## config.mk

```make
export PLATFORM = sky130hd
export DESIGN_NAME = lb_slave_top
export DESIGN_NICKNAME = d
export VERILOG_FILES = /design/src/hw/lb_slave_pkg.sv /design/src/hw/lb_status_bank.sv /design/src/hw/lb_ctrl_bank.sv /design/src/hw/lb_mirror_ram.sv /design/src/hw/lb_read_mux.sv /design/src/hw/lb_slave_top.sv
export SDC_FILE = /design/constraint.sdc
export NUM_CORES = 1
export LEC_CHECK = 0
export BUFFER_PORTS_ARGS = -buffer_cell sky130_fd_sc_hd__buf_2
export CAP_MARGIN = 20
export CELL_PAD_IN_SITES_DETAIL_PLACEMENT = 1
export CELL_PAD_IN_SITES_GLOBAL_PLACEMENT = 1
export CORE_MARGIN = 10
export CORE_UTILIZATION = 35
export CTS_BUF_LIST = sky130_fd_sc_hd__clkbuf_16
export DETAILED_ROUTE_END_ITERATION = 6
export GPL_ROUTABILITY_DRIVEN = 0
export PLACE_DENSITY = 0.66
export RECOVER_POWER = 100
export SYNTH_ARGS = -nofsm -noshare
export SYNTH_HDL_FRONTEND = slang
export SYNTH_SLANG_ARGS = --single-unit
```

## constraint.sdc

```tcl
create_clock -name clk -period 2.5 [get_ports clk]
set_clock_uncertainty 0.1 [all_clocks]
set_input_delay 0.25 -clock clk [delete_from_list [all_inputs] [get_ports clk]]
set_output_delay 0.25 -clock clk [all_outputs]
set_load 0.03 [all_outputs]
```

## src/hw/lb_slave_pkg.sv

```systemverilog
/* Local bus register block definitions
   Bus widths, page numbers, register indices and fixed read values */
`default_nettype none

package lb_slave_pkg;

	// Bus widths
	localparam int lb_addr_w = 24;
	localparam int lb_data_w = 32;

	// Address page, taken from address bits 23 to 16
	localparam logic [7:0] page_status = 8'd0;
	localparam logic [7:0] page_direct = 8'd5;

	// Status bank indices, address bits 3 to 0
	localparam logic [3:0] reg_hello_0     = 4'd0;
	localparam logic [3:0] reg_hello_1     = 4'd1;
	localparam logic [3:0] reg_hello_2     = 4'd2;
	localparam logic [3:0] reg_hello_3     = 4'd3;
	localparam logic [3:0] reg_fault_count = 4'd4;
	localparam logic [3:0] reg_tx_done     = 4'd6;
	localparam logic [3:0] reg_rx_status   = 4'd7;
	localparam logic [3:0] reg_uptime      = 4'd8;

	// Identification string, four characters per word
	localparam logic [31:0] hello_word_0 = "Hell";
	localparam logic [31:0] hello_word_1 = "o wo";
	localparam logic [31:0] hello_word_2 = "rld!";
	localparam logic [31:0] hello_word_3 = "(::)";

	// Returned for status indices that hold nothing
	localparam logic [31:0] status_default = "zzzz";

	// Returned for pages that are not decoded
	localparam logic [31:0] unmapped_value = 32'hdeadbeef;

	// Direct-write indices, address bits 4 to 0
	localparam logic [4:0] wr_led_user    = 5'd1;
	localparam logic [4:0] wr_led1_duty   = 5'd2;
	localparam logic [4:0] wr_led2_duty   = 5'd3;
	localparam logic [4:0] wr_rx_hbank    = 5'd5;
	localparam logic [4:0] wr_misc_config = 5'd8;

endpackage

`default_nettype wire

```

## src/hw/lb_status_bank.sv

```systemverilog
/* Status bank, first read cycle of the status page
   Holds the fault and uptime counters and the resynchronized MAC status */
`timescale 1ns/100ps
`default_nettype none

module lb_status_bank (
	input  wire         clk,
	input  wire         arst_n,
	input  wire  [3:0]  addr,
	input  wire         do_rd,
	input  wire         xdomain_fault,
	input  wire         tx_mac_done,
	input  wire  [1:0]  rx_mac_buf_status,
	input  wire         led_tick,
	output logic [lb_slave_pkg::lb_data_w-1:0] bank_word
);

	logic [15:0] fault_count;
	logic [31:0] uptime;
	logic        tx_mac_done_r;
	logic [1:0]  rx_mac_buf_status_r;
	logic [31:0] sel_word;

	// Cross-domain fault pulses, one count per high cycle
	always_ff @(posedge clk or negedge arst_n) begin
		if (!arst_n) begin
			fault_count <= '0;
		end else if (xdomain_fault) begin
			fault_count <= fault_count + 16'd1;
		end
	end

	// Coarse uptime, advanced by the PWM counter carry
	always_ff @(posedge clk or negedge arst_n) begin
		if (!arst_n) begin
			uptime <= '0;
		end else if (led_tick) begin
			uptime <= uptime + 32'd1;
		end
	end

	// Bring the MAC status into the bus clock domain
	always_ff @(posedge clk or negedge arst_n) begin
		if (!arst_n) begin
			tx_mac_done_r       <= 1'b0;
			rx_mac_buf_status_r <= 2'b00;
		end else begin
			tx_mac_done_r       <= tx_mac_done;
			rx_mac_buf_status_r <= rx_mac_buf_status;
		end
	end

	always_comb begin
		case (addr)
			lb_slave_pkg::reg_hello_0:     sel_word = lb_slave_pkg::hello_word_0;
			lb_slave_pkg::reg_hello_1:     sel_word = lb_slave_pkg::hello_word_1;
			lb_slave_pkg::reg_hello_2:     sel_word = lb_slave_pkg::hello_word_2;
			lb_slave_pkg::reg_hello_3:     sel_word = lb_slave_pkg::hello_word_3;
			lb_slave_pkg::reg_fault_count: sel_word = {16'd0, fault_count};
			lb_slave_pkg::reg_tx_done:     sel_word = {31'd0, tx_mac_done_r};
			lb_slave_pkg::reg_rx_status:   sel_word = {30'd0, rx_mac_buf_status_r};
			lb_slave_pkg::reg_uptime:      sel_word = uptime;
			default:                       sel_word = lb_slave_pkg::status_default;
		endcase
	end

	// Loaded only on a read so the word holds until the second stage takes it
	always_ff @(posedge clk) begin
		if (do_rd) begin
			bank_word <= sel_word;
		end
	end

endmodule

`default_nettype wire

```

## src/hw/lb_ctrl_bank.sv

```systemverilog
/* Direct-write control bank
   Decodes page 5 writes into control registers and runs the LED PWM */
`timescale 1ns/100ps
`default_nettype none

module lb_ctrl_bank #(
	parameter int led_cw = 10
) (
	input  wire         clk,
	input  wire         arst_n,
	input  wire  [lb_slave_pkg::lb_addr_w-1:0] addr,
	input  wire         control_strobe,
	input  wire         control_rd,
	input  wire  [lb_slave_pkg::lb_data_w-1:0] data_out,
	output logic        local_write,
	output logic        led_tick,
	output logic        led_user_mode,
	output logic        led1,
	output logic        led2,
	output logic        rx_mac_hbank,
	output logic [7:0]  misc_config
);

	// Comparison width covers both the counter and duty times four
	localparam int cmp_w = (led_cw > 10) ? led_cw : 10;

	logic [7:0]        led1_duty;
	logic [7:0]        led2_duty;
	logic [led_cw-1:0] led_cc;
	logic [led_cw:0]   cc_next;
	logic [cmp_w-1:0]  cc_ext;
	logic [cmp_w-1:0]  duty1_ext;
	logic [cmp_w-1:0]  duty2_ext;
	logic [4:0]        wr_index;

	// Mirror write enable and register decode share this qualifier
	assign local_write = control_strobe & ~control_rd &
		(addr[lb_slave_pkg::lb_addr_w-1:16] == lb_slave_pkg::page_direct);
	assign wr_index = addr[4:0];

	always_ff @(posedge clk or negedge arst_n) begin
		if (!arst_n) begin
			led_user_mode <= 1'b0;
			led1_duty     <= 8'd0;
			led2_duty     <= 8'd0;
			rx_mac_hbank  <= 1'b1;
			misc_config   <= 8'd0;
		end else if (local_write) begin
			case (wr_index)
				lb_slave_pkg::wr_led_user:    led_user_mode <= data_out[0];
				lb_slave_pkg::wr_led1_duty:   led1_duty     <= data_out[7:0];
				lb_slave_pkg::wr_led2_duty:   led2_duty     <= data_out[7:0];
				lb_slave_pkg::wr_rx_hbank:    rx_mac_hbank  <= data_out[0];
				lb_slave_pkg::wr_misc_config: misc_config   <= data_out[7:0];
				default: ;
			endcase
		end
	end

	// Free-running PWM counter, carry out is the tick
	assign cc_next = {1'b0, led_cc} + 1'b1;

	always_ff @(posedge clk or negedge arst_n) begin
		if (!arst_n) begin
			led_cc   <= '0;
			led_tick <= 1'b0;
		end else begin
			led_cc   <= cc_next[led_cw-1:0];
			led_tick <= cc_next[led_cw];
		end
	end

	assign cc_ext    = cmp_w'(led_cc);
	assign duty1_ext = cmp_w'({led1_duty, 2'b00});
	assign duty2_ext = cmp_w'({led2_duty, 2'b00});

	// LED is on while the counter is below four times the duty factor
	always_ff @(posedge clk or negedge arst_n) begin
		if (!arst_n) begin
			led1 <= 1'b0;
			led2 <= 1'b0;
		end else begin
			led1 <= cc_ext < duty1_ext;
			led2 <= cc_ext < duty2_ext;
		end
	end

endmodule

`default_nettype wire

```

## src/hw/lb_mirror_ram.sv

```systemverilog
/* Mirror memory for direct writes, simple dual port with registered read */
`timescale 1ns/100ps
`default_nettype none

module lb_mirror_ram #(
	parameter int mirror_aw = 5
) (
	input  wire                  clk,
	input  wire  [mirror_aw-1:0] wr_addr,
	input  wire                  wr_en,
	input  wire  [lb_slave_pkg::lb_data_w-1:0] wr_data,
	input  wire  [mirror_aw-1:0] rd_addr,
	output logic [lb_slave_pkg::lb_data_w-1:0] rd_data
);

	logic [lb_slave_pkg::lb_data_w-1:0] mem [2**mirror_aw];

	always_ff @(posedge clk) begin
		if (wr_en) begin
			mem[wr_addr] <= wr_data;
		end
	end

	// Read returns the old word when both ports hit the same address
	always_ff @(posedge clk) begin
		rd_data <= mem[rd_addr];
	end

endmodule

`default_nettype wire

```

## src/hw/lb_read_mux.sv

```systemverilog
/* Second read cycle
   Picks the status word, the mirror word or the unmapped value by page */
`timescale 1ns/100ps
`default_nettype none

module lb_read_mux (
	input  wire         clk,
	input  wire         arst_n,
	input  wire  [lb_slave_pkg::lb_addr_w-1:0] addr_r,
	input  wire         rd_r,
	input  wire  [lb_slave_pkg::lb_data_w-1:0] bank_word,
	input  wire  [lb_slave_pkg::lb_data_w-1:0] mirror_word,
	output logic [lb_slave_pkg::lb_data_w-1:0] data_in
);

	logic [7:0]                         page;
	logic [lb_slave_pkg::lb_data_w-1:0] sel_word;

	assign page = addr_r[lb_slave_pkg::lb_addr_w-1:16];

	always_comb begin
		case (page)
			lb_slave_pkg::page_status: sel_word = bank_word;
			lb_slave_pkg::page_direct: sel_word = mirror_word;
			default:                   sel_word = lb_slave_pkg::unmapped_value;
		endcase
	end

	// Result holds until the next read reaches this stage
	always_ff @(posedge clk or negedge arst_n) begin
		if (!arst_n) begin
			data_in <= '0;
		end else if (rd_r) begin
			data_in <= sel_word;
		end
	end

endmodule

`default_nettype wire

```

## src/hw/lb_slave_top.sv

```systemverilog
/* Board controller register block on the local bus
   Two-cycle read pipeline over the status bank, control bank and mirror */
`timescale 1ns/100ps
`default_nettype none

module lb_slave_top #(
	parameter int led_cw    = 10,
	parameter int mirror_aw = 5
) (
	input  wire         clk,
	input  wire         arst_n,
	input  wire  [lb_slave_pkg::lb_addr_w-1:0] addr,
	input  wire         control_strobe,
	input  wire         control_rd,
	input  wire  [lb_slave_pkg::lb_data_w-1:0] data_out,
	output logic [lb_slave_pkg::lb_data_w-1:0] data_in,
	input  wire         xdomain_fault,
	input  wire         tx_mac_done,
	input  wire  [1:0]  rx_mac_buf_status,
	output logic        rx_mac_hbank,
	output logic        led_user_mode,
	output logic        led1,
	output logic        led2,
	output logic [7:0]  misc_config
);

	logic                               do_rd;
	logic                               rd_r;
	logic [lb_slave_pkg::lb_addr_w-1:0] addr_r;
	logic                               local_write;
	logic                               led_tick;
	logic [lb_slave_pkg::lb_data_w-1:0] bank_word;
	logic [lb_slave_pkg::lb_data_w-1:0] mirror_word;

	assign do_rd = control_strobe & control_rd;

	// First pipeline stage for the read strobe
	always_ff @(posedge clk or negedge arst_n) begin
		if (!arst_n) begin
			rd_r <= 1'b0;
		end else begin
			rd_r <= do_rd;
		end
	end

	// Address follows the strobe so the second stage sees the matching page
	always_ff @(posedge clk) begin
		addr_r <= addr;
	end

	lb_status_bank i_status_bank (
		.clk               (clk),
		.arst_n            (arst_n),
		.addr              (addr[3:0]),
		.do_rd             (do_rd),
		.xdomain_fault     (xdomain_fault),
		.tx_mac_done       (tx_mac_done),
		.rx_mac_buf_status (rx_mac_buf_status),
		.led_tick          (led_tick),
		.bank_word         (bank_word)
	);

	lb_ctrl_bank #(
		.led_cw (led_cw)
	) i_ctrl_bank (
		.clk            (clk),
		.arst_n         (arst_n),
		.addr           (addr),
		.control_strobe (control_strobe),
		.control_rd     (control_rd),
		.data_out       (data_out),
		.local_write    (local_write),
		.led_tick       (led_tick),
		.led_user_mode  (led_user_mode),
		.led1           (led1),
		.led2           (led2),
		.rx_mac_hbank   (rx_mac_hbank),
		.misc_config    (misc_config)
	);

	// Read port on the live address lines up with rd_r
	lb_mirror_ram #(
		.mirror_aw (mirror_aw)
	) i_mirror_ram (
		.clk     (clk),
		.wr_addr (addr[mirror_aw-1:0]),
		.wr_en   (local_write),
		.wr_data (data_out),
		.rd_addr (addr[mirror_aw-1:0]),
		.rd_data (mirror_word)
	);

	lb_read_mux i_read_mux (
		.clk         (clk),
		.arst_n      (arst_n),
		.addr_r      (addr_r),
		.rd_r        (rd_r),
		.bank_word   (bank_word),
		.mirror_word (mirror_word),
		.data_in     (data_in)
	);

endmodule

`default_nettype wire

```

# Yosys cells after proc, flatten, opt, wreduce, memory -nomap -nowiden
# Memory sizes are Yosys's and may differ from the RTL's. A register that Yosys moved wholly into a read port is not among the register bits.
# Index checks and enable logic that the tools add are counted.
# word_totals
ram_bits,1024
output_inout_bits,44
input_bits,64
romBits,0
n_memories,1
regBits,179
latch_bits,0
word_cells,52
# memory_table
name,words,word_bits,read_ports,rd_ports_with_merged_regs,write_ports,line_no,source
i_mirror_ram.mem,32,32,1,1,1,lb_mirror_ram.sv:16,logic [lb_slave_pkg::lb_data_w-1:0] mem [2**mirror_aw];
# classes
add_sub_neg,3
mux,4
reduce_logical,7
div,0
multipliers,0
eq_ne,14
shift,0
n_bitwise,4
magnitude_cmp,2
# ops
op,count
$pmux 32 s8,1
$pmux 32 s2,1
$add 32x1->32 const B,1
$lt 10x10->1,2
$add 16x1->16 const B,1
$eq 8x3->1 const B,2
$eq 4x3->1 const B,3
$add 10x1->11 const B,1
$eq 5x2->1 const B,2
$reduce_and 2->1,5
$eq 4x2->1 const B,2
$logic_not 8->1,1
$eq 5x1->1 const B,1
$eq 5x3->1 const B,1
$eq 5x4->1 const B,1
$eq 4x1->1 const B,1
$eq 4x4->1 const B,1
$logic_not 4->1,1
$and 1x1->1,3
$mux 1,2
$not 1->1,1

# Longest topological paths before layout
# depth
ltp_word,5
depth_mapped,9
depth_no_buf,6

# Hierarchy
# Synthesis repeated with hierarchy kept, for this count alone.
# hier_totals
cells_unflattened,2931
area_unflattened_um2,48230.0
# by_module_without_submodules
mod,seq_area_each_um2,area_per_inst_um2,cells_each,n_inst
lb_mirror_ram,31390.1,40485.1,2260,1
lb_status_bank,2237.1,3844.9,336,1
lb_ctrl_bank,977.2,1955.6,160,1
lb_read_mux,800.8,1432.6,149,1
lb_slave_top,505.5,511.7,26,1

# Worst setup path before layout
# No wires, ideal clock.
# synth_path
path_type,input to register
from,input addr[4] (netlist bit)
to,"memory i_mirror_ram.mem[12][0] (netlist bit), enable pin"
slack_ps,-1419
t_arrival_ps,3358
n_path_buf,3
stages,6
path_cell_list,buf_2 inv_1 buf_2 nand3_1 clkbuf_1 nor3_1
# synth_rtl
element,line_no,source
"start, declared",lb_slave_top.sv:12,"input wire [lb_slave_pkg::lb_addr_w-1:0] addr,"
"end, declared",lb_mirror_ram.sv:16,
# Straight into the memory's write port.

==> results.yml <==
layout:
  fillCellCount: 12900
  area_growth_pct: 18.4
  finish.utilization_pct: 41.6
  final_common_cell: "edfxtp_1"
  drive_gt1_share_pct: 20.0
  final_area_um2: 55500
  layout.cells.non_filler: 4665
  final_cell_mix: "edfxtp_1, mux2i_1, mux4_2, a22oi_1, dfrtp_1"
  nets: 2869
global_route:
  antenna_found_initial: 9
  gr-total-overflow: 0
  grt_pass1_vias: 27100
  grtUsageTotal_pct: 18.0
  grt_first_pass_wirelength_mm: 195
  grt_max_degree: 67
status:
  outcome: "complete, but fails checks"
  violations: "max-capacitance violations, max-slew violations"
sta:
  hold_slack_ns: 0.0642
  max_slew_margin_pct: -38.1
  worst_pin_slew_ns: 2.07
  hold_viol_final: 0
  fin_crit_sh_pct: 98.6
  period_needed_ns: 2.46
  setup_viol: 0
  fmaxAchievable_mhz: 406
  tns_ns: 0
  rsz0062_at_grt: "false"
  slew_viol_final: 359
min_path:
  min_path_cells: 2
  min_path_type: "in2reg"
clock_tree:
  cts_buffers: 120
  cts-resized-gates: 0
  root_buffer: "clkbuf_16"
  clk_pin_slew_worst_paths_ns: 0.06
  h-tree-depth: 3
  clk_latency_ns: 0.77
  cts_setup_buffers: 0
  cts_hold_buf: 41
  cts_tree: "built"
  cts.sink_count: 1219
  clock_path_buffers: 3
synthesis:
  synth_cell_types: 62
  yosysWarningCount: 0
  ys_ff_latch: 1219
  synth-seq-area-share_pct: 76.0
  avgSynthCellArea_um2: 19.1
  syn_area_um2: 46800
  synthTopCellsByArea: "edfxtp_1, mux4_2, dfrtp_1"
  synth_top_cell_by_area: "edfxtp_1"
  synth-main-ff-cell: "edfxtp_1"
  synth_top_area_share_pct: 67.7
  postSynth.asyncResetShare_pct: 10.1
  synth.net_count: 2538
  syn_inst: 2457
  synth_edf_count: 1056
power_and_ir_drop:
  cellLeakagePower_nw: 18.7
  power_density_nw_per_um2: 761
  vdd_drop_max_v: 0.000587
floorplanning:
  fp-row-count: 134
  die_w_um: 386
  fp.dieH_um: 386
  start_util_pct: 35.1
  io_pins: 108
  die_area_um2: 149000
  coreArea_um2: 133000
routing:
  drt_iter0_drc: 2367
  wl_per_cell_um: 29.1
  vias_per_cell: 5.49
  ant_nets: 0
  drc: 0
  wl_mm: 136
  num_vias: 25600
  first_pass_iters: 5
critical_path:
  cp_max_fo: 29
  arrival_ns: 2.99
  critPathKind: "in2reg"
  cp.required_ns: 3.03
  worst-r2r-cell-count: 5
  r2r_slack_ns: 0.26
  cp-end-kind: "flop"
  startpoint_type: "primary input"
place:
  post-dp-hpwl_mm: 85.2
  place_area_um2: 51800
  port-buffer-count: 96
  dp_cells: 4393
run:
  drv_cap: 10
==> worst max-delay path: stages <==
cell and delay [ns]:
buf_2 0.20, inv_1 0.12, clkbuf_2 0.81, clkbuf_2 0.65
o221ai_1 0.30, a21oi_1 0.31, a211oi_1 0.13, clkbuf_1 0.19
==> area by class of cell <==
cell class | count | area [um2] | area share (%)
Inverter | 29 | 109 | 0.196
Clock buffer | 120 | 3000 | 5.41
Multi-Input combinational cell | 1075 | 10700 | 19.2
Clock inverter | 108 | 856 | 1.54
Antenna cell | 3 | 7.51 | 0.0135
Sequential cell | 1219 | 35600 | 64.2
Tap cell | 1768 | 2210 | 3.99
Timing Repair Buffer | 343 | 3030 | 5.46
==> per-stage QoR <==
stage                     total power [mW]  setup slack, ns
final                                 42.2           0.0362
after global routing                  43.6           0.0806
after CTS                             42.6            0.294
after detailed placement              25.1          -0.0589
after global placement                25.0          -0.0489
after floorplan                       23.9           -0.423
==> where the power goes <==
group          internal [mW]  total [mW]  switching, mW
Combinational          0.764        2.15           1.38
Sequential              22.3        22.5          0.225
Clock                   9.69        17.5           7.84
Total                   32.8        42.2           9.44
==> state kept, by name (all words and copies together), names as in the netlist, 10 cells and up <==
register / cells
i_status_bank.fault_count: 16
i_read_mux.data_in: 32
i_status_bank.uptime: 32
i_mirror_ram.mem: 1024
i_status_bank.bank_word: 32
i_mirror_ram.rd_data: 32
i_ctrl_bank.cc_ext: 10
==> cell usage after synthesis (all sizes together) (2+ instances only) <==
master and instances:
a221oi 2, clkbuf 51, o31a 2, nand2b 2, nand3 34, xor2 14
and3 9, a211oi 34, edfxtp 1056, o211ai 2, mux2 21, a22o 2
and4 2, buf 83, nor2 85, xnor2 40, and2 5, o22a 2
or3 3, mux4 168, nor2b 2, o21ai 24, inv 28, o21a 2
o22ai 72, a21oi 84, o221ai 30, ha 17, nor4 8, mux2i 177
dfxtp 40, dfrtp 122, nand4 18, a22oi 122, a21o 8, nor3 22
nand2 48, or2 7
==> logic make-up after synthesis <==
group	synth area share [%]
AOI/OAI and AO/OA	5.70
adders and majority gates	0.454
xor gates and xnor gates	1.01
DFF	76.0
buffers and inverters	1.72
muxes	12.5
and+or+nand+nor	2.65
==> path summary, 6_finish.rpt <==
| kind | start | endpoint |
|---|---|---|
| setup / recovery | addr[3] | i_mirror_ram.rd_data[24]$_DFF_P_ |
| hold reg to reg | i_status_bank.uptime[31]$_DFFE_PN0P_ | i_status_bank.uptime[31]$_DFFE_PN0P_ |
| setup reg to reg | addr_r[17]$_DFF_P_ | i_read_mux.data_in[22]$_DFFE_PN0P_ |
| hold / removal | rx_mac_buf_status[1] | i_status_bank.rx_mac_buf_status_r[1]$_DFF_PN0_ |
| min in group asynchronous | arst_n | i_status_bank.uptime[4]$_DFFE_PN0P_ |
| max in group asynchronous | arst_n | i_read_mux.data_in[23]$_DFFE_PN0P_ |
==> per-layer routing <==
layer	global-route usage, %	part of all wire [%]	vias up
met5	0	0.0089	-
met4	6.36	3.2	2
met3	4.50	7.9	222
met2	28.4	47	982
met1	24.2	42	13700
li1	-	-	10700
(Power assumes the default switching activity.)
